**src/logic/swu_pkg.sv**
```systemverilog
package swu_pkg;

   // input feature map, one word per channel group
   localparam int IFM_W  = 4;
   localparam int IFM_H  = 4;
   localparam int EFF_CH = 2;

   // square kernel, unit stride, no padding
   localparam int KERNEL = 3;

   localparam int OFM_W = IFM_W - KERNEL + 1;
   localparam int OFM_H = IFM_H - KERNEL + 1;

   localparam int WORD_W = 8;

   // per-frame word counts
   localparam int FRAME_WORDS  = IFM_W * IFM_H * EFF_CH;
   localparam int WINDOW_WORDS = KERNEL * KERNEL * EFF_CH;
   localparam int OUT_WORDS    = OFM_W * OFM_H * WINDOW_WORDS;

   // KERNEL full input rows fit in the line buffer
   localparam int BUF_DEPTH = KERNEL * IFM_W * EFF_CH;
   localparam int BUF_AW    = $clog2(BUF_DEPTH);

   // linear index, must also hold FRAME_WORDS itself
   localparam int IDX_W = $clog2(FRAME_WORDS + 1);

endpackage
```
**src/logic/swu_req_if.sv**
```systemverilog
`timescale 1ns/1ps

interface swu_req_if;
   import swu_pkg::*;

   logic              req_valid;
   logic              req_ready;
   logic [BUF_AW-1:0] req_addr;
   // final element of the frame
   logic              req_last;

   modport walker (
      output req_valid, req_addr, req_last,
      input  req_ready
   );

   modport reader (
      input  req_valid, req_addr, req_last,
      output req_ready
   );

endinterface

```
**src/logic/swu_top.sv**
```systemverilog
`timescale 1ns/1ps

module swu_top (
   input  logic                        clk,
   input  logic                        resetn,
   input  logic [swu_pkg::WORD_W-1:0]  s_data_i,
   input  logic                        s_valid_i,
   output logic                        s_ready_o,
   output logic [swu_pkg::WORD_W-1:0]  m_data_o,
   output logic                        m_valid_o,
   input  logic                        m_ready_i,
   output logic                        m_last_o
);
   import swu_pkg::*;

   // writer and walker bookkeeping
   logic [IDX_W-1:0]  wr_count;
   logic [IDX_W-1:0]  release_base;
   logic              frame_done;

   ////////////////////
   // buffer ports

   logic              wr_en;
   logic [BUF_AW-1:0] wr_addr;
   logic [WORD_W-1:0] wr_data;
   logic              rd_en;
   logic [BUF_AW-1:0] rd_addr;
   logic [WORD_W-1:0] rd_data;

   swu_req_if req_bus ();

   swu_pixel_writer u_writer (
      .clk            (clk),
      .resetn         (resetn),
      .s_data_i       (s_data_i),
      .s_valid_i      (s_valid_i),
      .s_ready_o      (s_ready_o),
      .release_base_i (release_base),
      .frame_done_i   (frame_done),
      .wr_count_o     (wr_count),
      .wr_en_o        (wr_en),
      .wr_addr_o      (wr_addr),
      .wr_data_o      (wr_data)
   );

   swu_line_buffer u_buffer (
      .clk       (clk),
      .wr_en_i   (wr_en),
      .wr_addr_i (wr_addr),
      .wr_data_i (wr_data),
      .rd_en_i   (rd_en),
      .rd_addr_i (rd_addr),
      .rd_data_o (rd_data)
   );

   swu_window_walker u_walker (
      .clk            (clk),
      .resetn         (resetn),
      .wr_count_i     (wr_count),
      .release_base_o (release_base),
      .frame_done_o   (frame_done),
      .req            (req_bus.walker)
   );

   swu_read_stage u_reader (
      .clk       (clk),
      .resetn    (resetn),
      .req       (req_bus.reader),
      .rd_en_o   (rd_en),
      .rd_addr_o (rd_addr),
      .rd_data_i (rd_data),
      .m_data_o  (m_data_o),
      .m_valid_o (m_valid_o),
      .m_ready_i (m_ready_i),
      .m_last_o  (m_last_o)
   );

endmodule

```
**src/logic/swu_read_stage.sv**
```systemverilog
`timescale 1ns/1ps

module swu_read_stage (
   input  logic                        clk,
   input  logic                        resetn,
   swu_req_if.reader                   req,
   output logic                        rd_en_o,
   output logic [swu_pkg::BUF_AW-1:0]  rd_addr_o,
   input  logic [swu_pkg::WORD_W-1:0]  rd_data_i,
   output logic [swu_pkg::WORD_W-1:0]  m_data_o,
   output logic                        m_valid_o,
   input  logic                        m_ready_i,
   output logic                        m_last_o
);

   // entry 0 sits in the RAM read register, entry 1 in the output register
   logic rd_valid;
   logic rd_last;
   logic out_valid;
   logic out_last;
   logic [$bits(m_data_o)-1:0] out_data;

   logic out_free;
   logic accept;

   // output entry empty or being taken this cycle
   assign out_free = !out_valid || m_ready_i;

   assign req.req_ready = !rd_valid || out_free;
   assign accept        = req.req_valid && req.req_ready;

   assign rd_en_o   = accept;
   assign rd_addr_o = req.req_addr;

   always_ff @(posedge clk) begin
      if (!resetn) begin
         rd_valid  <= 1'b0;
         rd_last   <= 1'b0;
         out_valid <= 1'b0;
         out_last  <= 1'b0;
      end else begin
         if (req.req_ready) begin
            rd_valid <= accept;
            rd_last  <= accept && req.req_last;
         end
         if (out_free) begin
            out_valid <= rd_valid;
            out_last  <= rd_valid && rd_last;
         end
      end
   end

   always_ff @(posedge clk) begin
      if (out_free && rd_valid) begin
         out_data <= rd_data_i;
      end
   end

   assign m_data_o  = out_data;
   assign m_valid_o = out_valid;
   assign m_last_o  = out_last;

endmodule

```
**src/logic/swu_window_walker.sv**
```systemverilog
`timescale 1ns/1ps

module swu_window_walker (
   input  logic                       clk,
   input  logic                       resetn,
   input  logic [swu_pkg::IDX_W-1:0]  wr_count_i,
   output logic [swu_pkg::IDX_W-1:0]  release_base_o,
   output logic                       frame_done_o,
   swu_req_if.walker                  req
);
   import swu_pkg::*;

   // trackers, innermost first
   logic [$clog2(EFF_CH)-1:0] ch;
   logic [$clog2(KERNEL)-1:0] kw;
   logic [$clog2(KERNEL)-1:0] kh;
   logic [$clog2(OFM_W)-1:0]  oc;
   logic [$clog2(OFM_H)-1:0]  orow;

   logic ch_end;
   logic kw_end;
   logic kh_end;
   logic oc_end;
   logic or_end;

   logic [IDX_W-1:0] pos_base;
   logic [IDX_W-1:0] win_off;
   logic [IDX_W-1:0] elem_idx;
   logic             accept;

   assign ch_end = (ch == EFF_CH - 1);
   assign kw_end = (kw == KERNEL - 1);
   assign kh_end = (kh == KERNEL - 1);
   assign oc_end = (oc == OFM_W - 1);
   assign or_end = (orow == OFM_H - 1);

   ////////////////////
   // element index

   // first input word of the current output position
   assign pos_base = IDX_W'((orow * IFM_W + oc) * EFF_CH);
   assign win_off  = IDX_W'((kh * IFM_W + kw) * EFF_CH + ch);
   assign elem_idx = pos_base + win_off;

   // index never reaches 2*BUF_DEPTH, one subtraction is enough for the mod
   always_comb begin
      if (elem_idx >= BUF_DEPTH) begin
         req.req_addr = BUF_AW'(elem_idx - BUF_DEPTH);
      end else begin
         req.req_addr = BUF_AW'(elem_idx);
      end
   end

   // word is present once its index has been written
   assign req.req_valid = (elem_idx < wr_count_i);
   assign req.req_last  = ch_end && kw_end && kh_end && oc_end && or_end;

   assign accept       = req.req_valid && req.req_ready;
   assign frame_done_o = accept && req.req_last;

   // everything below this position may be overwritten
   assign release_base_o = pos_base;

   ////////////////////
   // tracker stepping

   always_ff @(posedge clk) begin
      if (!resetn) begin
         ch   <= '0;
         kw   <= '0;
         kh   <= '0;
         oc   <= '0;
         orow <= '0;
      end else if (accept) begin
         if (!ch_end) begin
            ch <= ch + 1'b1;
         end else begin
            ch <= '0;
            if (!kw_end) begin
               kw <= kw + 1'b1;
            end else begin
               kw <= '0;
               if (!kh_end) begin
                  kh <= kh + 1'b1;
               end else begin
                  kh <= '0;
                  if (!oc_end) begin
                     oc <= oc + 1'b1;
                  end else begin
                     oc <= '0;
                     // last row wraps to zero, ready for the next frame
                     if (!or_end) begin
                        orow <= orow + 1'b1;
                     end else begin
                        orow <= '0;
                     end
                  end
               end
            end
         end
      end
   end

endmodule

```
**src/logic/swu_line_buffer.sv**
```systemverilog
`timescale 1ns/1ps

module swu_line_buffer (
   input  logic                        clk,
   input  logic                        wr_en_i,
   input  logic [swu_pkg::BUF_AW-1:0]  wr_addr_i,
   input  logic [swu_pkg::WORD_W-1:0]  wr_data_i,
   input  logic                        rd_en_i,
   input  logic [swu_pkg::BUF_AW-1:0]  rd_addr_i,
   output logic [swu_pkg::WORD_W-1:0]  rd_data_o
);
   import swu_pkg::*;

   logic [WORD_W-1:0] mem [BUF_DEPTH];

   always_ff @(posedge clk) begin
      if (wr_en_i) begin
         mem[wr_addr_i] <= wr_data_i;
      end
   end

   // read register only loads on rd_en_i so a stalled read keeps its word
   always_ff @(posedge clk) begin
      if (rd_en_i) begin
         rd_data_o <= mem[rd_addr_i];
      end
   end

endmodule

```
**src/logic/swu_pixel_writer.sv**
```systemverilog
`timescale 1ns/1ps

module swu_pixel_writer (
   input  logic                        clk,
   input  logic                        resetn,
   input  logic [swu_pkg::WORD_W-1:0]  s_data_i,
   input  logic                        s_valid_i,
   output logic                        s_ready_o,
   input  logic [swu_pkg::IDX_W-1:0]   release_base_i,
   input  logic                        frame_done_i,
   output logic [swu_pkg::IDX_W-1:0]   wr_count_o,
   output logic                        wr_en_o,
   output logic [swu_pkg::BUF_AW-1:0]  wr_addr_o,
   output logic [swu_pkg::WORD_W-1:0]  wr_data_o
);
   import swu_pkg::*;

   logic [IDX_W-1:0]  wr_count;
   logic [BUF_AW-1:0] wr_ptr;
   logic [IDX_W-1:0]  occupancy;
   logic              s_fire;

   // words written but still needed by the current or a later window
   assign occupancy = wr_count - release_base_i;

   // block input while the oldest slot is still needed, and after a full frame
   assign s_ready_o = (occupancy < BUF_DEPTH) && (wr_count < FRAME_WORDS);
   assign s_fire    = s_valid_i && s_ready_o;

   assign wr_en_o    = s_fire;
   assign wr_addr_o  = wr_ptr;
   assign wr_data_o  = s_data_i;
   assign wr_count_o = wr_count;

   ////////////////////
   // write index and circular address

   always_ff @(posedge clk) begin
      if (!resetn) begin
         wr_count <= '0;
         wr_ptr   <= '0;
      end else if (frame_done_i) begin
         // next frame starts again at index 0, address 0
         wr_count <= '0;
         wr_ptr   <= '0;
      end else if (s_fire) begin
         wr_count <= wr_count + 1'b1;
         if (wr_ptr == BUF_AW'(BUF_DEPTH - 1)) begin
            wr_ptr <= '0;
         end else begin
            wr_ptr <= wr_ptr + 1'b1;
         end
      end
   end

endmodule

```
**config.mk**
```make
export PLATFORM = sky130hd
export DESIGN_NAME = swu_top
export DESIGN_NICKNAME = d
export VERILOG_FILES = /design/src/logic/swu_pkg.sv /design/src/logic/swu_req_if.sv /design/src/logic/swu_top.sv /design/src/logic/swu_read_stage.sv /design/src/logic/swu_window_walker.sv /design/src/logic/swu_line_buffer.sv /design/src/logic/swu_pixel_writer.sv
export SDC_FILE = /design/constraint.sdc
export NUM_CORES = 1
export LEC_CHECK = 0
export ABC_AREA = 1
export CAP_MARGIN = 20
export CELL_PAD_IN_SITES_DETAIL_PLACEMENT = 0
export CELL_PAD_IN_SITES_GLOBAL_PLACEMENT = 1
export CORE_MARGIN = 10
export CORE_UTILIZATION = 51
export CTS_CLUSTER_DIAMETER = 80
export DETAILED_ROUTE_END_ITERATION = 10
export DONT_BUFFER_PORTS = 1
export PLACE_DENSITY = 0.86
export SLEW_MARGIN = 10
export SYNTH_ARGS = -nofsm -noshare
export SYNTH_HDL_FRONTEND = slang
export SYNTH_SLANG_ARGS = --single-unit
```
**constraint.sdc**
```tcl
create_clock -name clk -period 3.4 [get_ports clk]
set_clock_uncertainty 0.05 [all_clocks]
set_input_delay 0.17 -clock clk [delete_from_list [all_inputs] [get_ports clk]]
set_output_delay 0.17 -clock clk [all_outputs]
set_load 0.02 [all_outputs]
```
==> impl_metrics.tcl <==
set metrics [dict create \
    routedWlPerCell_um 17.7 \
    iteration_count_of_the_initial_detailed_routing_pass 5 \
    synthesis.yosys.warnings 0 \
    max_fclk_mhz 358 \
    clk_path_buf_depth 3 \
    final_layout_size_suffix_gt1_frac 0.110 \
    num_antenna_cells 0 \
    clock_insertion_delay_worst_skew_ns 0.51 \
    grt_antenna_before_repair 0 \
    grt.overflow.total 0 \
    die_h_um 162 \
    cts_hold_repair.buffers 11 \
    cpLargestDelayFamily "simple AND/OR/NAND/NOR gates" \
    ys_top_cells_by_area "sky130_fd_sc_hd__edfxtp_1 (61%), sky130_fd_sc_hd__nand2_1 (11%), sky130_fd_sc_hd__dfxtp_1 (4.3%)" \
    finalCritPeriodShare 0.822 \
    power_switching_share 0.303 \
    die_area_sq_um 26200 \
    yosys_top_cell_by_area "sky130_fd_sc_hd__edfxtp_1" \
    timing.critical_path.from_type "register" \
    die_w_um 162 \
    pwr-share-comb 0.216 \
    num_io_pins 23 \
    clock_tree.root_cell "sky130_fd_sc_hd__clkbuf_16" \
    drt-vias-per-instance 5.26 \
    fp.coreArea_sq_um 19700 \
    synth_largest_type_area_fraction 0.608 \
    seqPwrFrac 0.437 \
    cell_chain_critical_path "ha_1, ha_1, nand2_1, nand2_1, nand2_1, inv_1, ha_1, nand2_1, inv_1, a21oi_1, nand3_2, inv_2, nand2_2, nand2_2, a21oi_1" \
    wire_length_of_the_first_global_routing_pass_mm 35.6 \
    setup_repair_after_global_routing_missed_its_margin "no" \
    yosysSeqAreaShare 0.651 \
    vdd.ir_drop.worst_mv 0.368 \
    max_cap_viols 0 \
    drv_slew 0 \
    synth_nets 1010 \
    fin_hold_ws_ns 0.0474 \
    hold_viol_final 0 \
    post_synth_instance_area_sq_um 10300 \
    route.vias.total 6737 \
    final.min_clock_period_ns 2.79 \
    power_per_cell_area_nw_per_um2 670 \
    tightest_pin_transition_ns 1.11 \
    cp-end-kind "register" \
    yosysUniqueCellTypes 39 \
    tritoncts_num_sinks 230 \
    globalplace.congestion 0.833 \
    timing.critical_path.buf_inv 3 \
    rows 51 \
    cellInternalPower_w 0.00536 \
    layout_common_cells "sky130_fd_sc_hd__nand2_1 (288), sky130_fd_sc_hd__edfxtp_1 (208), sky130_fd_sc_hd__inv_1 (104)" \
    switchingPower_w 0.00233 \
    timing.critical_path.arrival_ns 3.13 \
    totalNegativeSetupSlack_ns 0 \
    ctsHtreeMaxLevel 1 \
    run_status "complete, no violations" \
    clock_tree_from_tritoncts "built" \
    cts_inserted_buffers 24 \
    grt_pass1_vias 6554 \
    initial_cell_density_of_the_core 0.523 \
    syn_inst 984 \
    ys_ff_latch 230 \
    wirelength_mm 22.7 \
    slew-limit-headroom 0.254 \
    post-route-drc-count 0 \
    flow.area_growth_from_synthesis_pct 11.7 \
    dp_hpwl_mm 14.2 \
    cell_with_the_largest_stage_delay_on_the_worst_path "sky130_fd_sc_hd__dfxtp_1" \
    grt_start_max_net_pins 110 \
    drtAntennaViolNets 0 \
    setup_viol_count_final 0 \
    layout.cells.most_common "sky130_fd_sc_hd__nand2_1" \
    cts_resized 0 \
    gr-usage-all-layers 0.172 \
    power.leakage_nw 4.53 \
    buffer_ports.inserted 0 \
    cts_setup_buffers 0 \
    clk_transition_reported_paths_ns 0.06 \
    critPathMostFrequentCell "sky130_fd_sc_hd__nand2_1" \
    dr.first_iter.drc_count 632 \
    critical_path_required_ns 3.73 \
    clkPwrFrac 0.347 \
    slowest_delay_ns 0.34 \
    design.final.nets 1024 \
    path_class "register to register" \
    synthesis.area_per_instance_sq_um 10.4 \
    worst-path-max-fanout 12 \
    hold_path.class "primary input to register" \
]
tightest hold or removal path: stages:
cell and delay [ns]:
sky130_fd_sc_hd__nand3_4 0.22, sky130_fd_sc_hd__nand2_2 0.08, sky130_fd_sc_hd__a21oi_2 0.10
state kept, by name (all words and copies together) (netlist names), 2 cells and up:
name / cells
u_buffer.mem: 192
u_walker.kh: 2
u_reader.m_data_o: 8
u_buffer.rd_data_o: 8
u_walker.kw: 2
u_writer.wr_count_o: 6
u_writer.wr_addr_o: 5
synth_stat cells (all sizes together):
cell type,n
nor4,1
a31oi,1
o22ai,16
or2,1
edfxtp,208
o21ai,54
nand2,303
nor2,98
o211ai,11
a21oi,19
nand3,58
buf,29
dfxtp,22
ha,14
clkinv,1
xor2,5
nor3,5
nand4,10
clkbuf,13
o21bai,1
inv,114
layer usage:
layer  up-vias  GRT usage  wire length [um]
met2       216      0.285             11000
met4         0     0.0608               550
met3        39     0.0273              1470
met5         -          0                 0
li1       3297          -                 -
met1      3185      0.224              9650
through the flow:
step            util  std cells  worst slack (ns)  total power [W]  area, sq um
2_1_floorplan      -        984             0.946          0.00458        10300
3_3_place_gp   0.534       1223             0.677          0.00499        10500
3_5_place_dp   0.534       1223             0.630          0.00501        10500
4_1_cts        0.581       1278             0.589          0.00771        11400
5_1_grt        0.584       1281             0.277          0.00806        11500
6_report       0.584       1281             0.606          0.00769        11500
path summary, 6_finish.rpt:
path / start / endpoint / slack, ns / depth (start not counted)
max: u_walker.oc / u_writer.wr_addr_o[4] / 0.61 / 15
min: s_valid_i / u_writer.wr_count_o[4] / 0.05 / 3
max reg2reg: u_walker.oc / u_writer.wr_addr_o[4] / 0.61 / 15
min reg2reg: u_buffer.rd_data_o[0] / u_reader.m_data_o[0] / 0.37 / 0
cell families (layout without fill, tap and decap cells):
logic type      Yosys count  count (layout)  synth area share
simple gates            476             476             0.196
flops                   230             230             0.651
buf+inv                 157             189            0.0681
compound gates          102             102            0.0626
fa+ha+maj                14              14            0.0171
xor+xnor                  5               5           0.00499
power by group through the flow:
stage / clock network (W) / logic (W) / registers [W]
final: 0.00267 / 0.00166 / 0.00336
after floorplan: 0 / 0.00119 / 0.00340
after CTS: 0.00270 / 0.00165 / 0.00336
after global routing: 0.00283 / 0.00186 / 0.00337
after global placement: 0 / 0.00157 / 0.00342
after detailed placement: 0 / 0.00158 / 0.00342
final cells by class:
type	instances	area, sq um
Tap cell	265	332
Inverter	115	439
Timing Repair Buffer	30	309
Fill cell	1654	8180
Multi-Input combinational cell	597	2890
Clock inverter	12	143
Sequential cell	230	6690
Clock buffer	32	672
(Power assumes the default switching activity.)
